### config.mk
export PLATFORM = sky130hd
export DESIGN_NAME = hazardUnit
export DESIGN_NICKNAME = d
export VERILOG_FILES = /design/src/rtl/mipsPkg.sv /design/src/rtl/hazardUnit.sv
export SDC_FILE = /design/constraint.sdc
export NUM_CORES = 1
export LEC_CHECK = 0
export CORE_AREA = 2 2 39 41
export DETAILED_ROUTE_END_ITERATION = 16
export DIE_AREA = 0 0 41 43
export DONT_BUFFER_PORTS = 1
export PLACE_DENSITY = 0.48
export SLEW_MARGIN = 0
export SYNTH_ARGS = -nofsm -noshare
export SYNTH_HDL_FRONTEND = slang
export SYNTH_SLANG_ARGS = --single-unit
### constraint.sdc
create_clock -name vclk -period 1.7
set_input_delay 0.17 -clock vclk [all_inputs]
set_output_delay 0.17 -clock vclk [all_outputs]
set_load 0.1 [all_outputs]
### src/rtl/mipsPkg.sv
// Shared types and constants for the five-stage MIPS32 pipeline
// Imported by every pipeline stage, the hazard unit and the top level
// The testbench uses the opcode and funct codes to assemble its programs
package mipsPkg;

   // Data and instruction word
   typedef logic [31:0] word_t;

   // Register number
   typedef logic [4:0] regAddr_t;

   // Opcodes, instruction bits 31:26
   localparam logic [5:0] OP_RTYPE = 6'd0;
   localparam logic [5:0] OP_LW    = 6'd35;
   localparam logic [5:0] OP_SW    = 6'd43;
   localparam logic [5:0] OP_BEQ   = 6'd4;

   // R-type funct codes, instruction bits 5:0
   localparam logic [5:0] FUNCT_ADD = 6'd32;
   localparam logic [5:0] FUNCT_SUB = 6'd34;
   localparam logic [5:0] FUNCT_AND = 6'd36;
   localparam logic [5:0] FUNCT_OR  = 6'd37;
   localparam logic [5:0] FUNCT_SLT = 6'd42;

   // ALU operation, resolved in decode
   typedef enum logic [2:0] {
      ALU_ADD,
      ALU_SUB,
      ALU_AND,
      ALU_OR,
      ALU_SLT
   } aluOp_e;

   // Operand source for the execute stage
   typedef enum logic [1:0] {
      FWD_NONE,
      FWD_MEM,
      FWD_WB
   } fwdSel_e;

   // Memory sizes in words
   localparam int IMEM_DEPTH = 64;
   localparam int DMEM_DEPTH = 64;

   // Word index widths, byte address bits 7:2
   localparam int IMEM_AW = 6;
   localparam int DMEM_AW = 6;

endpackage

### src/rtl/hazardUnit.sv
// Hazard detection and forwarding control for the MIPS32 pipeline
// Stalls one cycle when the instruction in ID uses a register still being loaded
// Picks MEM or WB results as execute operands, MEM taking priority
`timescale 1ns/1ps

module hazardUnit (
   input  mipsPkg::word_t    idInstr,
   input  logic              exRegWrite,
   input  logic              exMemRead,
   input  mipsPkg::regAddr_t exRs,
   input  mipsPkg::regAddr_t exRt,
   input  mipsPkg::regAddr_t exDest,
   input  logic              memRegWrite,
   input  mipsPkg::regAddr_t memDest,
   input  logic              wbValid,
   input  mipsPkg::regAddr_t wbReg,
   output logic              stall,
   output mipsPkg::fwdSel_e  fwdA,
   output mipsPkg::fwdSel_e  fwdB
);
   import mipsPkg::*;

   regAddr_t idRs;
   regAddr_t idRt;

   // Forward source for one execute operand
   function automatic fwdSel_e pickFwd(regAddr_t src, logic memWr, regAddr_t memRd,
                                       logic wbWr, regAddr_t wbRd);
      if (memWr && memRd != '0 && memRd == src) begin
         return FWD_MEM;
      end else if (wbWr && wbRd != '0 && wbRd == src) begin
         return FWD_WB;
      end
      return FWD_NONE;
   endfunction

   assign idRs = idInstr[25:21];
   assign idRt = idInstr[20:16];

   // Load in EX feeding the instruction in ID
   assign stall = exMemRead && exRegWrite && exDest != '0 &&
                  (exDest == idRs || exDest == idRt);

   assign fwdA = pickFwd(exRs, memRegWrite, memDest, wbValid, wbReg);
   assign fwdB = pickFwd(exRt, memRegWrite, memDest, wbValid, wbReg);

endmodule

==> out/metrics.cfg <==
[floorplan]
die_h_um = 43
rows = 14
initial_core_util_pct = 28.5
core_um2 = 1380
io_pins = 66
die_w_um = 41
die-area_um2 = 1760

[layout]
multiInputGateArea_um2 = 505
register_area_um2 = 0
final_util_pct = 43.0
final_common_cell = xor2_1
seq_cells = 0
area_growth_pct = 51.1
fin_nets = 118
n_clock_buffer = 0
final_cell_mix = 20 x xor2_1, 6 x xnor2_2
drive_above_1_share_pct = 36.4
nFillCells = 146
antenna_cells = 0

[setup_path]
critical-path-max-stage-delay_ns = 0.53
cp_top_family = simple AND/OR/NAND/NOR gates
cpMaxStageDelayCell = or4_4
crit_buf_inv = 1
cp-start-kind = input port
crit_path_frequent_cell = nor4_4
critPathRequiredTime_ns = 1.53
cp.arrival_ns = 1.50
endpoint_kind = primary output
crit_type = input port to primary output
path_cells = or4_4, o21ai_4, nor4_4, nor4_4, buf_12
worstPathMaxFanout = 3

[synth]
synth_top_family_by_area = XOR/XNOR gates
synth_xor_area_share_pct = 66.7
avgSynthCellArea_um2 = 8.04
synthAdderAreaFrac_pct = 0
synth.area.mux_share_pct = 0
syn_nets = 110
syn_inst = 49
ys_types = 11
synth_compound_area_share_pct = 6.67
synthSimpleGateAreaFrac_pct = 26.7
seq_area_frac_synth_pct = 0
syn_area_um2 = 394
yosysWarnings = 0

[status]
status = finished, final reports clean

[sta]
period_needed_ns = 1.67
setup_viol = 0
finalCritPeriodShare_pct = 98.2
timing.slew.headroom_pct = 79.7
hold_viol = 0
drv_slew = 0
finalSetupTns_ns = 0
grt_setup_unrepaired = true
clock.fmax_ghz = 0.599
worstMarginPinSlew_ns = 0.303

[pwr]
p_seq_share_pct = 0
p_comb_share_pct = 100.0
swShare_pct = 47.9
p_sw_mw = 0.0598
ir_drop_mv = 0.0818
p_leak_nw = 0.203
clkPwrFrac_pct = 0
power_density_nw_per_um2 = 210
p_int_mw = 0.0651

[global_routing]
grt_pass1_vias = 462
antenna_found_initial = 0
grt_pass1_wl_mm = 1.89
track_usage_pct = 15.2
gr-total-overflow = 0
grt_max_degree = 4

[worst_hold_path]
hold_class = input port to primary output

[routing]
via_per_inst = 5.59
routedWlPerCell_um = 17.3
first_pass_iters = 1
via_count = 397
remaining_drc_errors = 0
ant_nets = 0
drt_iter0_markers = 0
wl_mm = 1.23

[placed_design]
io_buffers = 0
routabilityCongestion = 0.693

[job]
drv_cap = 0

[cells by family after synthesis]
logic type | Yosys count
compound gates | 4
xor+xnor | 30
simple gates | 15
[metrics by stage]
stage / worst slack, ns / std cells / hold slack, ns / instance area [um^2] / power [mW]
4_1_cts: 0.0211 / 70 / 0.687 / 584 / 0.123
3_5_place_dp: 0.0211 / 70 / 0.687 / 584 / 0.123
6_report: 0.0301 / 71 / 0.665 / 596 / 0.125
3_3_place_gp: 0.0575 / 70 / 0.676 / 584 / 0.117
2_1_floorplan: -0.577 / 49 / 0.541 / 502 / 0.107
5_1_grt: -0.0187 / 71 / 0.678 / 596 / 0.135
[power groups by stage]
stage	clock [mW]	sequential, mW	combinational [mW]
after detailed placement	0	0	0.123
after global placement	0	0	0.117
after floorplan	0	0	0.107
final	0	0	0.125
after CTS	0	0	0.123
after global routing	0	0	0.135
[worst paths after layout]
check | depth (start not counted) | startpoint | end
worst max-delay path | 5 | memDest[0] | fwdB[1]
worst min-delay path | 3 | memRegWrite | fwdB[0]
[what timing repair did]
| action | 4_1_cts | 5_1_grt |
|---|---|---|
| hold buffers | 0 | 0 |
| setup endpoints to repair | 0 | 2 |
| buffers inserted | 0 | 1 |
| resized for setup | 0 | 1 |
[final cells by class]
| type | count | share of cell area, % |
|---|---|---|
| multi-input combinational | 49 | 84.9 |
| timing repair buffer | 6 | 11.8 |
| tap | 16 | 3.36 |
[cell usage after synthesis]
library cell | n | share of area, %
xor2_1 | 20 | 44
nand3_1 | 4 | 5.1
nor4_1 | 2 | 3.2
xnor2_1 | 10 | 22
o21ai_1 | 1 | 1.3
nor4_2 | 2 | 6.3
nor3_1 | 2 | 2.5
o211ai_1 | 1 | 1.9
o21ai_2 | 1 | 2.2
a21oi_1 | 1 | 1.3
or4_1 | 5 | 9.5
[layer usage]
layer / vias to the layer above / wire length [um] / part of all wire, % / GRT usage [%]
li1: 191 / - / - / -
met1: 178 / 317 / 26 / 15.3
met2: 28 / 746 / 61 / 31.3
met3: 0 / 165 / 13 / 2.09
met4: 0 / 0 / 0 / 0
met5: - / 0 / 0 / 0
Power figures use the tool's default switching activity.
