## src/rtl/mipsPkg.sv

```systemverilog
// Shared types and constants for the five-stage MIPS32 pipeline
// Imported by every pipeline stage, the hazard unit and the top level
// The testbench uses the opcode and funct codes to assemble its programs
package mipsPkg;

   // Data and instruction word
   typedef logic [31:0] word_t;

   // Register number
   typedef logic [4:0] regAddr_t;

   // Opcodes, instruction bits 31:26
   localparam logic [5:0] OP_RTYPE = 6'd0;
   localparam logic [5:0] OP_LW    = 6'd35;
   localparam logic [5:0] OP_SW    = 6'd43;
   localparam logic [5:0] OP_BEQ   = 6'd4;

   // R-type funct codes, instruction bits 5:0
   localparam logic [5:0] FUNCT_ADD = 6'd32;
   localparam logic [5:0] FUNCT_SUB = 6'd34;
   localparam logic [5:0] FUNCT_AND = 6'd36;
   localparam logic [5:0] FUNCT_OR  = 6'd37;
   localparam logic [5:0] FUNCT_SLT = 6'd42;

   // ALU operation, resolved in decode
   typedef enum logic [2:0] {
      ALU_ADD,
      ALU_SUB,
      ALU_AND,
      ALU_OR,
      ALU_SLT
   } aluOp_e;

   // Operand source for the execute stage
   typedef enum logic [1:0] {
      FWD_NONE,
      FWD_MEM,
      FWD_WB
   } fwdSel_e;

   // Memory sizes in words
   localparam int IMEM_DEPTH = 64;
   localparam int DMEM_DEPTH = 64;

   // Word index widths, byte address bits 7:2
   localparam int IMEM_AW = 6;
   localparam int DMEM_AW = 6;

endpackage

```

## src/rtl/fetchStage.sv

```systemverilog
// Instruction fetch stage of the MIPS32 pipeline
// Holds the PC, the instruction memory and the IF/ID register
// Instruction memory is loaded through the prog port while rst is high
// A taken branch redirects the PC and squashes the fetched word
`timescale 1ns/1ps

module fetchStage (
   input  logic                         Clk,
   input  logic                         rst,
   input  logic                         progWrite,
   input  logic [mipsPkg::IMEM_AW-1:0]  progAddr,
   input  mipsPkg::word_t               progData,
   input  logic                         stall,
   input  logic                         branchTaken,
   input  mipsPkg::word_t               branchTarget,
   output mipsPkg::word_t               idInstr,
   output mipsPkg::word_t               idPc4
);
   import mipsPkg::*;

   word_t pc;
   word_t pc4;
   word_t imem [IMEM_DEPTH];

   assign pc4 = pc + 32'd4;

   // Program load port
   always_ff @(posedge Clk) begin
      if (progWrite) begin
         imem[progAddr] <= progData;
      end
   end

   // Next PC, branch wins over stall
   always_ff @(posedge Clk) begin
      if (rst) begin
         pc <= '0;
      end else if (branchTaken) begin
         pc <= branchTarget;
      end else if (!stall) begin
         pc <= pc4;
      end
   end

   // IF/ID instruction, zero word is a no-op
   always_ff @(posedge Clk) begin
      if (rst) begin
         idInstr <= '0;
      end else if (branchTaken) begin
         idInstr <= '0;
      end else if (!stall) begin
         idInstr <= imem[pc[IMEM_AW+1:2]];
      end
   end

   // IF/ID payload
   always_ff @(posedge Clk) begin
      if (!stall) begin
         idPc4 <= pc4;
      end
   end

endmodule

```

## config.mk

```make
export PLATFORM = sky130hd
export DESIGN_NAME = fetchStage
export DESIGN_NICKNAME = d
export VERILOG_FILES = /design/src/rtl/mipsPkg.sv /design/src/rtl/fetchStage.sv
export SDC_FILE = /design/constraint.sdc
export NUM_CORES = 2
export LEC_CHECK = 0
export BUFFER_PORTS_ARGS = -buffer_cell sky130_fd_sc_hd__buf_2
export CORE_ASPECT_RATIO = 0.75
export CORE_MARGIN = 2
export CORE_UTILIZATION = 65
export CTS_BUF_LIST = sky130_fd_sc_hd__clkbuf_8
export DETAILED_ROUTE_END_ITERATION = 7
export PLACE_DENSITY = 0.82
export SETUP_SLACK_MARGIN = 0.02
export SYNTH_ARGS = -nofsm -noshare
export SYNTH_HDL_FRONTEND = slang
export SYNTH_SLANG_ARGS = --single-unit
```

## constraint.sdc

```tcl
create_clock -name Clk -period 6.9 [get_ports Clk]
set_clock_uncertainty 0.15 [all_clocks]
set_input_delay 0.345 -clock Clk [delete_from_list [all_inputs] [get_ports Clk]]
set_output_delay 0.345 -clock Clk [all_outputs]
set_load 0.02 [all_outputs]
```

==> flow_metrics.py <==
metrics = {
    "floorplan": {
        "boundaryPins": 139,
        "die_area_um2": 130000,
        "die_w_um": 415,
        "row_count": 113,
        "start_util_pct": 65.3,
        "die_h_um": 312,
        "core-area_um2": 126000,
    },
    "routing": {
        "wl_mm": 224,
        "vias": 45400,
        "wire_per_inst_um": 35.2,
        "first_pass_iters": 8,
        "drc": 0,
        "ant_nets": 0,
        "first_iter_violations": 8755,
        "viasPerCell": 7.14,
    },
    "clock_network": {
        "cts_buffers": 317,
        "clockBufferDepth": 4,
        "cts_tree": "built",
        "clock_sinks": 2144,
        "clkTransAtPathRegs_ns": 0.07,
        "clockRootBuffer": "clkbuf_8",
        "h-tree-depth": 5,
        "cts_setup_buffers": 0,
        "clock_latency_ns": 1.03,
    },
    "logic_synthesis": {
        "synth.avg_cell_area_um2": 20.8,
        "syn_nets": 4030,
        "async_flop_share_pct": 0,
        "synth_area_um2": 82300,
        "synthAdderAreaFrac_pct": 0.0152,
        "synthXorXnorAreaFrac_pct": 0.543,
        "synth_cell_type_count": 68,
        "ys_seq_area_share_pct": 77.4,
        "synth-simple-area-share_pct": 2.75,
        "muxShareOfSynthArea_pct": 14.4,
        "ys_warn_count": 0,
        "synth_edf_count": 2080,
        "ys_ff_latch": 2144,
        "synth_cells": 3954,
        "synth-main-ff-cell": "edfxtp_1",
        "synth_top_family_by_area": "multiplexers",
        "synth_compound_area_share_pct": 3.43,
    },
    "placed_design": {
        "numPortBuffers": 138,
        "gp_congestion": 0.858,
        "dp_cells": 5664,
        "dp_hpwl_mm": 120,
        "preCtsSetupSlack_ns": 2.61,
    },
    "worst_setup_path": {
        "critical-path-max-stage-delay_ns": 1.13,
        "crit_family": "simple AND/OR/NAND/NOR gates",
        "required_ns": 7.67,
        "crit_start": "pc[5]",
        "endpoint": "pc[27]",
        "rr_worst_depth": 8,
        "reg2reg_from": "pc[5]",
        "worst-setup-path-type": "flip-flop to flip-flop",
        "start_kind": "flip-flop",
        "cp_slowest_cell": "nor4_1",
        "r2r_slack_ns": 2.28,
        "path_cells": "buf_4 > nand3_1 > buf_4 > nor4_1 > nand4_1 > xor2_1 > a211oi_1 > dlygate4sd3_1",
        "cp-end-kind": "flip-flop",
        "critPathMostFrequentCell": "buf_4",
        "crit_fanout": 25,
        "cp.arrival_ns": 5.39,
        "cp.depth": 8,
        "r2r_end": "pc[27]",
        "crit_buf_inv": 3,
    },
    "grt": {
        "grt_max_degree": 123,
        "grt_pass1_vias": 45600,
        "antenna_found_initial": 15,
        "grt-ovfl-total": 0,
        "grt_pass1_wl_mm": 320,
        "grt_use_total_pct": 34.9,
    },
    "timing": {
        "finalHoldViolCount": 0,
        "finalSetupTns_ns": 0,
        "tightest_slew_ns": 1.42,
        "relSlewSlack_pct": 4.68,
        "rsz0062_at_grt": "no",
        "fmaxAchievable_mhz": 216,
        "period_share_pct": 67.0,
        "finalSetupViolCount": 0,
        "final.setup.worst_slack_ns": 2.28,
        "maxSlewViolCount": 0,
        "min_period_ns": 4.62,
    },
    "run_status": {
        "outcome": "finished, final reports clean",
    },
    "cells_and_area": {
        "syn_to_final_growth_pct": 12.6,
        "fin_cells": 6351,
        "multi_input_area_um2": 17900,
        "seq_area_um2": 63800,
        "n_fill_cell": 6571,
        "drive_gt1_share_pct": 25.7,
        "finish.net_count": 4522,
    },
    "power_and_ir_drop": {
        "p_leak_nw": 29.6,
        "powerDensity_nw_per_um2": 279,
        "p_total_mw": 25.8,
        "vdd_drop_max_mv": 0.225,
    },
    "min_path": {
        "hp-class": "input port to flip-flop",
    },
    "flow_run": {
        "cap_violations": 0,
    },
}
## layout by cell type (no fill, tap or decap), types with 8 or more instances in the layout
| master | count |
|---|---|
| edfxtp_1 | 2080 |
| mux4_2 | 440 |
| clkbuf_8 | 339 |
| mux2i_1 | 178 |
| nand2_1 | 173 |
| buf_2 | 139 |
| dlygate4sd3_1 | 128 |
| buf_4 | 124 |
| inv_1 | 117 |
| nor2_1 | 81 |
| nor2_4 | 62 |
| o21ai_0 | 61 |
| dfxtp_1 | 59 |
| o22ai_1 | 57 |
| clkinv_1 | 52 |
| a21oi_1 | 51 |
| nand3_1 | 47 |
| a211oi_1 | 46 |
| a22o_1 | 37 |
| a22oi_1 | 36 |
| xnor2_1 | 30 |
| clkinv_2 | 25 |
| a31oi_1 | 23 |
| nor2b_1 | 22 |
| xor2_1 | 21 |
| a221oi_1 | 21 |
| nor3_1 | 17 |
| a2111oi_0 | 17 |
| diode_2 | 15 |
| a41oi_1 | 13 |
| nor4_1 | 12 |
| mux2_2 | 11 |
| bufinv_16 | 11 |
| nand4_1 | 10 |
| and3_1 | 8 |
## final cells by class
cell class | instances | share of cell area (%)
Antenna cell | 15 | 0.0405
Clock buffer | 339 | 5.04
Clock inverter | 203 | 1.20
Inverter | 9 | 0.0432
Multi-Input combinational cell | 1575 | 19.3
Sequential cell | 2144 | 68.8
Tap cell | 1667 | 2.25
Timing Repair Buffer | 399 | 3.30
## worst register-to-register path, cell delays in order, from the launching register on
cell           delay (ns)
dfxtp_2              0.82
buf_4                0.54
nand3_1              0.14
buf_4                0.35
nor4_1               1.17
nand4_1              0.28
xor2_1               0.23
a211oi_1             0.27
dlygate4sd3_1        0.60
## registers in the layout (all words and copies together) (netlist names)
name	flops
idInstr	32
idPc4	32
pc	32
imem	2048
## metrics by stage
| stage | utilization, % | cell area (um^2) | hold slack (ns) |
|---|---|---|---|
| 4_1_cts | 73.4 | 92600 | 0.00439 |
| 3_5_place_dp | 67.8 | 85500 | 0.277 |
| 6_report | 73.5 | 92600 | 0.0707 |
| 2_1_floorplan | - | 82300 | 0.258 |
| 3_3_place_gp | 67.8 | 85500 | 0.265 |
| 5_1_grt | 73.4 | 92600 | 0.0678 |
## report_power, final
part           switching [mW]  total [mW]  internal (mW)
combinational            1.05        1.66          0.615
sequential             0.0929        14.5           14.4
clock                    4.76        9.69           4.93
## how the worst min path moves through the flow
| stage | start | end | cells after the start |
|---|---|---|---|
| floorplan | pc[0] | idPc4[0] | 0 |
| global placement | pc[1] | idPc4[1] | 0 |
| detailed placement | pc[1] | idPc4[1] | 0 |
| CTS | progData[16] | imem[10][16] | 1 |
| global route | progData[16] | imem[11][16] | 1 |
| finish | progData[11] | imem[11][11] | 1 |
## cell families after synthesis
family                   after synthesis
multiplexers                         629
flip-flops                          2144
AND/OR/NAND/NOR                      488
AO/OA/AOI/OAI                        406
adder cells (fa/ha/maj)                1
buffers and inverters                235
XOR/XNOR                              51
## synth_stat cells, types with 19 or more instances
master	count	area (um^2)
edfxtp_1	2080	62500
mux4_2	440	9910
mux2i_1	178	1780
nand2_1	173	649
nor2_1	147	552
clkbuf_1	86	323
dfxtp_1	64	1280
o21ai_0	62	310
buf_2	57	285
o22ai_1	57	357
a21oi_1	51	255
nand3_1	47	235
a211oi_1	46	345
a22o_1	37	324
a22oi_1	36	270
buf_1	34	128
buf_4	31	233
xnor2_1	30	263
nor2b_1	25	156
a31oi_1	23	144
a221oi_1	21	184
xor2_1	21	184
nor3_1	19	95.1
## layer usage
layer	vias to the layer above	global-route usage [%]	part of all wire [%]
li1	17500	-	-
met1	22900	49.9	34
met2	4283	50.1	45
met3	735	12.1	17
met4	4	14.9	4.5
met5	-	0	0.012
## timing repair
| action | in CTS | in global routing |
|---|---|---|
| resized for setup | 0 | 0 |
| endpoints found under the hold margin | 1558 | 0 |
| hold buffers | 128 | 0 |
Note: power is estimated with default switching activity, not from simulation.
