`src/rtl/mipsPkg.sv`:
```
// Shared types and constants for the five-stage MIPS32 pipeline
// Imported by every pipeline stage, the hazard unit and the top level
// The testbench uses the opcode and funct codes to assemble its programs
package mipsPkg;

   // Data and instruction word
   typedef logic [31:0] word_t;

   // Register number
   typedef logic [4:0] regAddr_t;

   // Opcodes, instruction bits 31:26
   localparam logic [5:0] OP_RTYPE = 6'd0;
   localparam logic [5:0] OP_LW    = 6'd35;
   localparam logic [5:0] OP_SW    = 6'd43;
   localparam logic [5:0] OP_BEQ   = 6'd4;

   // R-type funct codes, instruction bits 5:0
   localparam logic [5:0] FUNCT_ADD = 6'd32;
   localparam logic [5:0] FUNCT_SUB = 6'd34;
   localparam logic [5:0] FUNCT_AND = 6'd36;
   localparam logic [5:0] FUNCT_OR  = 6'd37;
   localparam logic [5:0] FUNCT_SLT = 6'd42;

   // ALU operation, resolved in decode
   typedef enum logic [2:0] {
      ALU_ADD,
      ALU_SUB,
      ALU_AND,
      ALU_OR,
      ALU_SLT
   } aluOp_e;

   // Operand source for the execute stage
   typedef enum logic [1:0] {
      FWD_NONE,
      FWD_MEM,
      FWD_WB
   } fwdSel_e;

   // Memory sizes in words
   localparam int IMEM_DEPTH = 64;
   localparam int DMEM_DEPTH = 64;

   // Word index widths, byte address bits 7:2
   localparam int IMEM_AW = 6;
   localparam int DMEM_AW = 6;

endpackage

```
`src/rtl/executeStage.sv`:
```
// Execute stage of the MIPS32 pipeline
// Forward muxes, immediate select, ALU and the beq decision
// branchTaken and branchTarget are combinational from ID/EX
// Results are registered into EX/MEM
`timescale 1ns/1ps

module executeStage (
   input  logic              Clk,
   input  logic              rst,
   input  logic              exRegWrite,
   input  logic              exMemRead,
   input  logic              exMemWrite,
   input  logic              exMemToReg,
   input  logic              exBranch,
   input  logic              exAluSrc,
   input  mipsPkg::aluOp_e   exAluOp,
   input  mipsPkg::regAddr_t exDest,
   input  mipsPkg::word_t    exDataA,
   input  mipsPkg::word_t    exDataB,
   input  mipsPkg::word_t    exImm,
   input  mipsPkg::word_t    exPc4,
   input  mipsPkg::fwdSel_e  fwdA,
   input  mipsPkg::fwdSel_e  fwdB,
   input  mipsPkg::word_t    wbData,
   output logic              branchTaken,
   output mipsPkg::word_t    branchTarget,
   output logic              memRegWrite,
   output logic              memMemRead,
   output logic              memMemWrite,
   output logic              memMemToReg,
   output mipsPkg::regAddr_t memDest,
   output mipsPkg::word_t    memAluResult,
   output mipsPkg::word_t    memStoreData
);
   import mipsPkg::*;

   word_t opA;
   word_t opB;
   word_t aluB;
   word_t aluResult;

   // One forward mux, used for both operands
   function automatic word_t fwdMux(fwdSel_e sel, word_t regVal, word_t memVal,
                                    word_t wbVal);
      case (sel)
         FWD_MEM: return memVal;
         FWD_WB:  return wbVal;
         default: return regVal;
      endcase
   endfunction

   assign opA = fwdMux(fwdA, exDataA, memAluResult, wbData);
   assign opB = fwdMux(fwdB, exDataB, memAluResult, wbData);

   // Immediate for lw and sw address
   assign aluB = exAluSrc ? exImm : opB;

   always_comb begin
      case (exAluOp)
         ALU_ADD: aluResult = opA + aluB;
         ALU_SUB: aluResult = opA - aluB;
         ALU_AND: aluResult = opA & aluB;
         ALU_OR:  aluResult = opA | aluB;
         ALU_SLT: aluResult = ($signed(opA) < $signed(aluB)) ? 32'd1 : 32'd0;
         default: aluResult = '0;
      endcase
   end

   // beq compares the forwarded register values
   assign branchTaken  = exBranch && (opA == opB);
   assign branchTarget = exPc4 + {exImm[29:0], 2'b00};

   // EX/MEM controls
   always_ff @(posedge Clk) begin
      if (rst) begin
         memRegWrite <= 1'b0;
         memMemRead  <= 1'b0;
         memMemWrite <= 1'b0;
         memMemToReg <= 1'b0;
         memDest     <= '0;
      end else begin
         memRegWrite <= exRegWrite;
         memMemRead  <= exMemRead;
         memMemWrite <= exMemWrite;
         memMemToReg <= exMemToReg;
         // Non-writing instructions carry r0
         memDest     <= exRegWrite ? exDest : '0;
      end
   end

   // EX/MEM data, store data is the forwarded rt
   always_ff @(posedge Clk) begin
      memAluResult <= aluResult;
      memStoreData <= opB;
   end

endmodule

```
`config.mk`:
```
export PLATFORM = sky130hd
export DESIGN_NAME = executeStage
export DESIGN_NICKNAME = d
export VERILOG_FILES = /design/src/rtl/mipsPkg.sv /design/src/rtl/executeStage.sv
export SDC_FILE = /design/constraint.sdc
export NUM_CORES = 1
export LEC_CHECK = 0
export BUFFER_PORTS_ARGS = -buffer_cell sky130_fd_sc_hd__buf_4
export CAP_MARGIN = 10
export CORE_MARGIN = 4
export CORE_UTILIZATION = 49
export CTS_CLUSTER_DIAMETER = 40
export DETAILED_ROUTE_END_ITERATION = 16
export HOLD_SLACK_MARGIN = 0.02
export PLACE_DENSITY = 0.77
export SYNTH_ARGS = -nofsm -noshare
export SYNTH_HDL_FRONTEND = slang
export SYNTH_SLANG_ARGS = --single-unit
```
`constraint.sdc`:
```
create_clock -name Clk -period 3.9 [get_ports Clk]
set_input_delay 0 -clock Clk [delete_from_list [all_inputs] [get_ports Clk]]
set_output_delay 0 -clock Clk [all_outputs]
set_load 0.01 [all_outputs]
```
==> flow_summary.yaml <==
grt:
  grt_start_max_net_pins: 65
  grt_use_total_pct: 38.4
  grt_pass1_wl_um: 67100
  grt_pass1_vias: 11700
  antenna_found_initial: 2
  grt.overflow.total: 0
layout:
  fillers: 1761
  layout_commonest_cell: "buf_4"
  stdcell_count: 2114
  most-common-layout-cells: "buf_4 (442), a21oi_1 (148), inv_1 (146)"
  drive_gt1_share_pct: 26.6
  nets: 2161
  final_util_pct: 69.4
  area_delta_synth_final_pct: 39.0
setup_path:
  end_kind: "flop"
  r2r_start: "memAluResult[0]"
  crit_required_ns: 4.17
  crit_type: "reg2reg"
  crit_chain: "a22oi_1, o21a_1, o21ai_0, ha_1, inv_1, fa_1, nor2b_1, o31a_1, o22ai_1, buf_4, o21ai_1, buf_4, a41oi_2, o31ai_2, buf_4, o21ai_1, and2_1"
  worstPathArrival_ns: 3.98
  worstSetupStartpointType: "flop"
  cp_common_cell: "buf_4"
  r2r.worst_path.cells: 17
  critPathSlowestCell: "fa_1"
  reg2reg_slack_ns: 0.19
  critPathMaxFanout: 3
  slowest_delay_ns: 0.44
  reg2reg_to: "memAluResult[28]"
cts:
  cts.sink_count: 73
  cts_tree: "yes"
  cts_buffer_depth: 2
  cts_buffers: 9
  clkTransAtPathRegs_ns: 0.08
  htree_levels: 3
  clk_latency_ns: 0.36
  clockRootBuffer: "clkbuf_16"
pwr:
  p_clk_share_pct: 18.4
  p_leak_uw: 0.00698
  p_sw_share_pct: 45.3
  peakVddDrop_mv: 0.229
  power_frac_comb_pct: 62.2
  power_density_mw_per_mm2: 344
  power_switching_uw: 2200
  p_int_uw: 2650
  p_seq_share_pct: 19.4
yosys:
  synth_edf_count: 0
  ys_warn_count: 0
  yosys_register_bits: 73
  syn_inst: 1431
  seq_area_frac_synth_pct: 14.4
  ys_types: 84
  synth_area_per_cell_um2: 7.08
  synthesis.area_mm2: 0.0101
  synth-main-ff-cell: "dfxtp_1"
  synthArstFlopShare_pct: 0
  synthesis.nets: 1754
drt:
  wl_um: 46100
  first_pass_iters: 5
  wire_per_inst_um: 21.8
  drt_iter0_markers: 1665
  vias_per_cell: 5.94
  dr_total_vias: 12600
  ant_nets: 0
  remaining_drc_errors: 0
floorplan:
  initial_core_util_pct: 49.9
  die_y_um: 152
  dieArea_mm2: 0.0230
  io_pins: 286
  die_x_um: 152
  core_region_area_mm2: 0.0203
  num_rows: 52
sta:
  finalCritPeriodShare_pct: 95.1
  layout_min_cycle_time_ns: 3.71
  fin_tns_setup_ns: 0
  max_freq_mhz: 270
  holdWs_ns: 0.0344
  finalClockSkew_ns: 0.0167
  grt_setup_unrepaired: "no"
  setup_violations: 0
  slew_headroom_pct: 54.6
  hold_viol_final: 0
  slew_violations: 0
  tightest_slew_ns: 0.682
placement:
  place_congestion: 1.05
  dp_hpwl_um: 37300
  port_buffers: 281
  dp.cells: 2067
job:
  max_cap_viol_count: 0
hold_path:
  hp-start: "exDataB[22]"
  hp-class: "in2reg"
  hold_depth: 4
  min_to: "memStoreData[22]"
outcome:
  status: "complete, no violations"
## per-stage QoR
step                total power (uW)  cell area [um^2]  worst slack [ns]
floorplan                       2550             10100            0.0316
global placement                3820             13500            0.0826
detailed placement              3840             13500            0.0828
CTS                             4740             14100             0.177
global route                    5090             14100            0.0128
finish                          4850             14100             0.191
## registers in the layout (all words and copies together) (netlist names)
register	flops
memAluResult	32
memMemRead	1
memDest	5
memMemToReg	1
memStoreData	32
memRegWrite	1
memMemWrite	1
## critical path, delay by kind of cell, from the launching register on
family	cells	cell delay, ns
AOI/OAI and AO/OA	9	1.58
adders and majority gates	2	0.67
buffers and inverters	4	0.58
DFF	1	0.39
and+or+nand+nor	2	0.39
## worst max path at each step
stage                     cells past startpoint            start          endpoint  slack, ns
after floorplan                              18          fwdB[0]  memAluResult[26]       0.03
after CTS                                    15  memAluResult[0]  memAluResult[26]       0.18
final                                        17  memAluResult[0]  memAluResult[28]       0.19
after global placement                       17          fwdB[0]  memAluResult[26]       0.08
after detailed placement                     19          fwdB[0]  memAluResult[23]       0.08
after global routing                         18  memAluResult[0]  memAluResult[26]       0.01
## power groups by stage
stage	clock network (uW)	logic, uW	registers (uW)
after floorplan	0	1580	966
after global placement	0	2870	955
after detailed placement	0	2890	953
after CTS	875	2930	936
after global routing	912	3230	948
final	890	3020	941
## per-layer routing
layer / GRT usage [%] / share of wire, % / vias up
met3: 9.28 / 13 / 93
li1: - / - / 5851
met4: 14.2 / 3.7 / 0
met2: 56.2 / 41 / 800
met1: 54.5 / 43 / 5818
met5: 0 / 0 / -
## cell families after synthesis
family          count (synthesis)  synth area share, %
compound gates                524                 33.5
simple gates                  372                 16.9
buf+inv                       227                 9.10
fa+ha+maj                     143                 17.9
xor+xnor                       85                 7.35
flops                          73                 14.4
mux                             7                0.815
## cells in the mapped netlist, types with 3 or more instances
library cell  count  area (um^2)
a21oi_1         148          741
inv_1           146          548
nor2_1          144          541
ha_1            140         1750
nand2_1         104          390
o21ai_0         102          510
dfxtp_1          73         1460
xnor2_1          72          631
a22oi_1          64          480
clkbuf_1         52          195
a21o_1           32          240
o21a_1           28          210
a211oi_1         22          165
nand3_1          19         95.1
nand4_1          18          113
nor2b_1          17          106
nand2b_1         15         93.8
o21bai_1         15          113
o21ai_1          14         70.1
o22ai_1          13         81.3
xor2_1           13          114
buf_1            11         41.3
nor3_1           11         55.1
o211ai_1          9         67.6
nor4_1            8         50.1
and2_1            7         43.8
a211o_1           6         52.6
and3_1            6         37.5
mux2i_1           6         60.1
o31a_1            6         52.6
o31ai_1           6         45.0
a31oi_1           5         31.3
buf_2             5         25.0
o221ai_1          5         43.8
o311a_1           5         50.1
or3_1             5         31.3
a21boi_0          4         30.0
buf_4             4         30.0
a311o_1           3         30.0
a311oi_1          3         26.3
buf_6             3         33.8
fa_1              3         60.1
inv_2             3         11.3
o31ai_2           3         37.5
## layout make-up
class                      instances  area [um^2]  area share, %
timing repair buffer             474         3670           26.0
sequential                        73         1460           10.4
inverter                         149          559           3.97
clock buffer                      10          239           1.70
clock inverter                     6         50.0          0.355
multi-input combinational       1131         7760           55.1
antenna                            1         2.50         0.0178
tap                              270          338           2.40
## repair_timing
action | in CTS | in global routing
setup endpoints to repair | 0 | 5
gates resized for setup | 0 | 3
hold buffers | 29 | 0
hold endpoints to repair | 28 | 0
buffers inserted | 0 | 1
Note: power is estimated with default switching activity, not from simulation.
