**src/rtl/mipsPkg.sv**
```systemverilog
// Shared types and constants for the five-stage MIPS32 pipeline
// Imported by every pipeline stage, the hazard unit and the top level
// The testbench uses the opcode and funct codes to assemble its programs
package mipsPkg;

   // Data and instruction word
   typedef logic [31:0] word_t;

   // Register number
   typedef logic [4:0] regAddr_t;

   // Opcodes, instruction bits 31:26
   localparam logic [5:0] OP_RTYPE = 6'd0;
   localparam logic [5:0] OP_LW    = 6'd35;
   localparam logic [5:0] OP_SW    = 6'd43;
   localparam logic [5:0] OP_BEQ   = 6'd4;

   // R-type funct codes, instruction bits 5:0
   localparam logic [5:0] FUNCT_ADD = 6'd32;
   localparam logic [5:0] FUNCT_SUB = 6'd34;
   localparam logic [5:0] FUNCT_AND = 6'd36;
   localparam logic [5:0] FUNCT_OR  = 6'd37;
   localparam logic [5:0] FUNCT_SLT = 6'd42;

   // ALU operation, resolved in decode
   typedef enum logic [2:0] {
      ALU_ADD,
      ALU_SUB,
      ALU_AND,
      ALU_OR,
      ALU_SLT
   } aluOp_e;

   // Operand source for the execute stage
   typedef enum logic [1:0] {
      FWD_NONE,
      FWD_MEM,
      FWD_WB
   } fwdSel_e;

   // Memory sizes in words
   localparam int IMEM_DEPTH = 64;
   localparam int DMEM_DEPTH = 64;

   // Word index widths, byte address bits 7:2
   localparam int IMEM_AW = 6;
   localparam int DMEM_AW = 6;

endpackage

```
**src/rtl/decodeStage.sv**
```systemverilog
// Instruction decode stage of the MIPS32 pipeline
// Decodes controls, reads the register file and fills the ID/EX register
// Stall and taken branch both turn the ID/EX entry into a bubble
`timescale 1ns/1ps

module decodeStage (
   input  logic              Clk,
   input  logic              rst,
   input  mipsPkg::word_t    idInstr,
   input  mipsPkg::word_t    idPc4,
   input  logic              stall,
   input  logic              branchTaken,
   input  logic              wbValid,
   input  mipsPkg::regAddr_t wbReg,
   input  mipsPkg::word_t    wbData,
   output logic              exRegWrite,
   output logic              exMemRead,
   output logic              exMemWrite,
   output logic              exMemToReg,
   output logic              exBranch,
   output logic              exAluSrc,
   output mipsPkg::aluOp_e   exAluOp,
   output mipsPkg::regAddr_t exRs,
   output mipsPkg::regAddr_t exRt,
   output mipsPkg::regAddr_t exDest,
   output mipsPkg::word_t    exDataA,
   output mipsPkg::word_t    exDataB,
   output mipsPkg::word_t    exImm,
   output mipsPkg::word_t    exPc4
);
   import mipsPkg::*;

   logic     regWrite, memRead, memWrite, memToReg, branch, aluSrc;
   aluOp_e   aluOp;
   regAddr_t dest;
   word_t    dataA, dataB, imm;

   registerFile regFile0 (
      .Clk      (Clk),
      .rst      (rst),
      .rdAddrA  (idInstr[25:21]),
      .rdAddrB  (idInstr[20:16]),
      .wrEnable (wbValid),
      .wrAddr   (wbReg),
      .wrData   (wbData),
      .rdDataA  (dataA),
      .rdDataB  (dataB)
   );

   assign imm = {{16{idInstr[15]}}, idInstr[15:0]};

   // Main control, unknown opcode or funct decodes as a no-op
   always_comb begin
      regWrite = 1'b0;
      memRead  = 1'b0;
      memWrite = 1'b0;
      memToReg = 1'b0;
      branch   = 1'b0;
      aluSrc   = 1'b0;
      aluOp    = ALU_ADD;
      dest     = '0;
      case (idInstr[31:26])
         OP_RTYPE: begin
            dest     = idInstr[15:11];
            regWrite = 1'b1;
            case (idInstr[5:0])
               FUNCT_ADD: aluOp = ALU_ADD;
               FUNCT_SUB: aluOp = ALU_SUB;
               FUNCT_AND: aluOp = ALU_AND;
               FUNCT_OR:  aluOp = ALU_OR;
               FUNCT_SLT: aluOp = ALU_SLT;
               default:   regWrite = 1'b0;
            endcase
         end
         OP_LW: begin
            // Load writes rt
            dest     = idInstr[20:16];
            regWrite = 1'b1;
            memRead  = 1'b1;
            memToReg = 1'b1;
            aluSrc   = 1'b1;
         end
         OP_SW: begin
            memWrite = 1'b1;
            aluSrc   = 1'b1;
         end
         OP_BEQ: begin
            branch = 1'b1;
         end
         default: begin
         end
      endcase
   end

   // ID/EX controls and register numbers
   always_ff @(posedge Clk) begin
      if (rst || stall || branchTaken) begin
         exRegWrite <= 1'b0;
         exMemRead  <= 1'b0;
         exMemWrite <= 1'b0;
         exMemToReg <= 1'b0;
         exBranch   <= 1'b0;
         exAluSrc   <= 1'b0;
         exAluOp    <= ALU_ADD;
         exRs       <= '0;
         exRt       <= '0;
         exDest     <= '0;
      end else begin
         exRegWrite <= regWrite;
         exMemRead  <= memRead;
         exMemWrite <= memWrite;
         exMemToReg <= memToReg;
         exBranch   <= branch;
         exAluSrc   <= aluSrc;
         exAluOp    <= aluOp;
         exRs       <= idInstr[25:21];
         exRt       <= idInstr[20:16];
         exDest     <= dest;
      end
   end

   // ID/EX operands
   always_ff @(posedge Clk) begin
      exDataA <= dataA;
      exDataB <= dataB;
      exImm   <= imm;
      exPc4   <= idPc4;
   end

endmodule

```
**src/rtl/registerFile.sv**
```systemverilog
// 32-entry register file with two combinational read ports
// A write in the same cycle passes through to the read ports
// Register 0 always reads zero and ignores writes
`timescale 1ns/1ps

module registerFile (
   input  logic              Clk,
   input  logic              rst,
   input  mipsPkg::regAddr_t rdAddrA,
   input  mipsPkg::regAddr_t rdAddrB,
   input  logic              wrEnable,
   input  mipsPkg::regAddr_t wrAddr,
   input  mipsPkg::word_t    wrData,
   output mipsPkg::word_t    rdDataA,
   output mipsPkg::word_t    rdDataB
);
   import mipsPkg::*;

   word_t regs [32];

   always_ff @(posedge Clk) begin
      if (rst) begin
         for (int i = 0; i < 32; i++) begin
            regs[i] <= '0;
         end
      end else if (wrEnable && wrAddr != '0) begin
         regs[wrAddr] <= wrData;
      end
   end

   // r0 first, then write pass-through, then stored value
   assign rdDataA = (rdAddrA == '0) ? '0 :
                    (wrEnable && wrAddr == rdAddrA) ? wrData : regs[rdAddrA];
   assign rdDataB = (rdAddrB == '0) ? '0 :
                    (wrEnable && wrAddr == rdAddrB) ? wrData : regs[rdAddrB];

endmodule

```
**config.mk**
```make
export PLATFORM = sky130hd
export DESIGN_NAME = decodeStage
export DESIGN_NICKNAME = d
export VERILOG_FILES = /design/src/rtl/mipsPkg.sv /design/src/rtl/decodeStage.sv /design/src/rtl/registerFile.sv
export SDC_FILE = /design/constraint.sdc
export NUM_CORES = 2
export LEC_CHECK = 0
export ABC_CLOCK_PERIOD_IN_PS = 2600
export BUFFER_PORTS_ARGS = -buffer_cell sky130_fd_sc_hd__buf_2
export CAP_MARGIN = 10
export CELL_PAD_IN_SITES_DETAIL_PLACEMENT = 0
export CELL_PAD_IN_SITES_GLOBAL_PLACEMENT = 1
export CORE_ASPECT_RATIO = 1.25
export CORE_MARGIN = 2
export CORE_UTILIZATION = 35
export CTS_CLUSTER_DIAMETER = 120
export DETAILED_ROUTE_END_ITERATION = 6
export PLACE_DENSITY = 0.57
export SLEW_MARGIN = 20
export SYNTH_ARGS = -nofsm -noshare
export SYNTH_HDL_FRONTEND = slang
export SYNTH_HIERARCHICAL = 1
export SYNTH_SLANG_ARGS = --single-unit
```
**constraint.sdc**
```tcl
create_clock -name Clk -period 2.6 [get_ports Clk]
set_input_delay 0.13 -clock Clk [delete_from_list [all_inputs] [get_ports Clk]]
set_output_delay 0.13 -clock Clk [all_outputs]
set_load 0.005 [all_outputs]
```
==> impl_results.md <==
* Via-to-Cell Ratio at 5.777
* Clock latency on the worst-skew pair at 0.80 ns
* Initial DRC count at 4166
* Initial Utilization at 35.18%
* IO buf count at 257
* Post-route ant nets at 0
* Setup ws final at 0.2155 ns
* Crit-path cells: dlygate4sd3_1 -> buf_2 -> or4_4 -> nor3_4 -> dlygate4sd3_1 -> a22oi_1 -> nor2_1 -> dlygate4sd3_1
* Switch Pwr at approximately 12 mW
* Required @ worst endpoint at between 3 and 4 ns
* Predominant post-synthesis flop cell: edfxtp_1
* Hpwl dp at around 150000 um
* Share of layout cells above drive strength 1 at 26.64%
* Part of the power in registers at a little under half
* Critical Path Sink: exDest[4]
* Pin count of the biggest net entering global routing at 56
* Top Metal Used: met5
* Tot GR Track Use at 27.18%
* Int Power at 34.82 mW
* CP startpoint: idInstr[31]
* Worst Reg-to-Reg Cells at 4
* Relative slew slack at ~30%
* Max-capacitance violation count at 0
* Die span in x at 368.8 um
* Post-Syn Area at roughly 58000 um^2
* Vias in the first global route at just under 40000
* Multi-input gate area in the final layout at 23100 um^2
* Switching Share at 25.78%
* CTS max path bufs at 3
* Drt total wl at about 230000 um
* Most common cell after layout, fill and taps aside: edfxtp_1
* DP Worst Slack at 0.1270 ns
* Fillers at 15030
* Clock Sinks at 1159
* Synth Warn # at 6
* DR pass1 iterations at 5
* Nets@finish at 4545
* WL/cell at around 34 um
* Max-slew violations at 0
* Syn Area/Cell at 14.53 um^2
* Slowest cell on crit path: dlygate4sd3_1
* Kind of critical path: in -> reg
* CTS H-Tree Depth at 4
* Setup-failing EPs final at 0
* Area grow syn2layout at 19.94%
* Power per cell area at 671.9 nW/um^2
* Met3 WL at 16400 um
* Die Footprint at 169600 um^2
* Unrepaired setup endpoints after global routing: no
* Chip height at 460.0 um
* Synth cell types at 61
* Slowest stage delay, CP at slightly below 0.8 ns
* Clk network pwr share at 40.5%
* Critical path capture point type: flop
* Routability cong. at 0.8791
* R2r startpoint: regFile0/regs[10][4]
* VDD IR-drop max at 0.6880 mV
* FF-to-FF End: exDataB[4]
* Reg clk slew, reported paths at 0.06 ns
* Clk_skew at 0.03653 ns
* Root Buffer: clkbuf_16
* I/O pin count at 258
* Residual DRC at 0
* Worst R2R Setup Slack at 0.58 ns
* Asr flop ratio synth at 0%
* Top delay family on crit path: buffers and inverters
* Seq/Total Area, Yosys at 57.46%
* Crit path DAT at 3.11 ns
* Initial antenna violation count at 29
* Post-CTS resize count at 0
* Critical path depth at 8
* DRT met1 WL at slightly above 90000 um
* Most frequent cells in the layout: edfxtp_1 (1024), and2_1 (1003), mux4_2 (375)
* Number of synthesized register bits at 1159
* Num CTS Buffers at 133
* Via count at 39038
* Detail Route met2 WL at 111400 um
* Post-CTS Hold Buffers at 146
* Slew @ Worst Pin at 1.048 ns
* Tmin final at 2.384 ns
* Row Count at around 170
* Status: finished, final reports clean
* Worst path bufs/invs at 4
* Cell leakage power at 25.36 nW
* Combinational Power Share at 12.5%
* Gr ovfl total at 0
* FMAX at around 0.42 GHz
* Global-route wire length before repair at 319400 um
* Sequential cell area at 33450 um^2
* Crit path launch type: primary input
* Final hold viol count at 0
* Setup bufs post-CTS at 0
* Worst hold path class: in -> reg
* Core Area at about 170000 um^2
* Crit Path Max Fanout at 7
* Final period utilization at 91.71%
* EDFF count, synth at 1024
* Most used cell, CP: dlygate4sd3_1
* Mapped Cells at approximately 4000
* Total negative setup slack at 0 ns
* CTS tree: built
[power groups by stage]
stage,sequential (mW),combinational (mW),clock [mW]
5_1_grt,22.1,6.03,20.0
3_5_place_dp,22.4,5.66,0
2_1_floorplan,22.1,3.00,0
6_report,22.1,5.86,19.0
3_3_place_gp,22.4,5.65,0
4_1_cts,22.0,5.84,19.4
[registers in the layout (all words and copies together) (netlist names)]
name and flops:
exDataA 32, exPc4 32, exMemWrite 1, exRs 5, exDest 5, exMemToReg 1
regFile0/regs 1024, exAluSrc 1, exRegWrite 1, exImm 16, exBranch 1, exAluOp 3
exRt 5, exDataB 32
[synth_stat cells, drive strengths merged, types with 34 or more instances]
master  count  area (um^2)
buf       153         1027
mux4      375         8446
nor2       59        221.5
a22oi     110        825.8
o21ai      63        315.3
dfxtp     135         2703
o22ai      37        231.5
edfxtp   1024        30750
clkbuf    279         1047
mux2i     331         3313
o221ai     38        332.8
and2     1006         6294
or2        34        215.2
nand2      68        255.2
a21oi      68        340.3
[worst min-delay path by stage]
stage | slack [ns] | start | endpoint | cells past startpoint
2_1_floorplan | 0.16 | idInstr[0] | exImm[0] | 0
3_3_place_gp | 0.23 | idPc4[0] | exPc4[0] | 1
3_5_place_dp | 0.23 | idPc4[22] | exPc4[22] | 1
4_1_cts | 0.01 | wbData[16] | exDataB[16] | 2
5_1_grt | 0.04 | wbData[19] | exDataB[19] | 2
6_report | 0.04 | wbData[19] | exDataB[19] | 2
[stage by stage]
step	cell area (um^2)	hold slack (ns)	std cells	power [mW]	util, %
after floorplan	58340	0.1577	4039	25.08	-
after global placement	64000	0.2324	6355	28.01	38.67
after detailed placement	64000	0.2336	6355	28.05	38.67
after CTS	69800	0.01382	6746	47.22	42.18
after global routing	69810	0.04024	6749	48.18	42.18
final	69830	0.04037	6757	46.92	42.20
[final cells by class]
| type | count | share of cell area (%) |
|---|---|---|
| Antenna cell | 11 | 0.03942 |
| Clock buffer | 184 | 5.370 |
| Clock inverter | 61 | 0.8439 |
| Inverter | 4 | 0.02150 |
| Multi-Input combinational cell | 2444 | 33.08 |
| Sequential cell | 1159 | 47.91 |
| Tap cell | 2197 | 3.937 |
| Timing Repair Buffer | 697 | 8.805 |
[metal layers]
metal	GRT usage [%]	up-vias
met3	4.010	445
met4	13.56	10
met5	0	-
li1	-	16131
met2	45.03	1940
met1	34.71	20512
[logic make-up (layout without fill, tap and decap cells)]
kind of cell / after synthesis / after routing / synth area share [%]
and+or+nand+nor: 1225 / 1225 / 12.69
DFF: 1159 / 1159 / 57.46
muxes: 712 / 712 / 20.31
AOI/OAI and AO/OA: 465 / 465 / 5.788
buffers and inverters: 436 / 946 / 3.589
xor gates and xnor gates: 10 / 10 / 0.1504
other: 1 / 43 / 0.006441
Note: power is estimated with default switching activity, not from simulation.
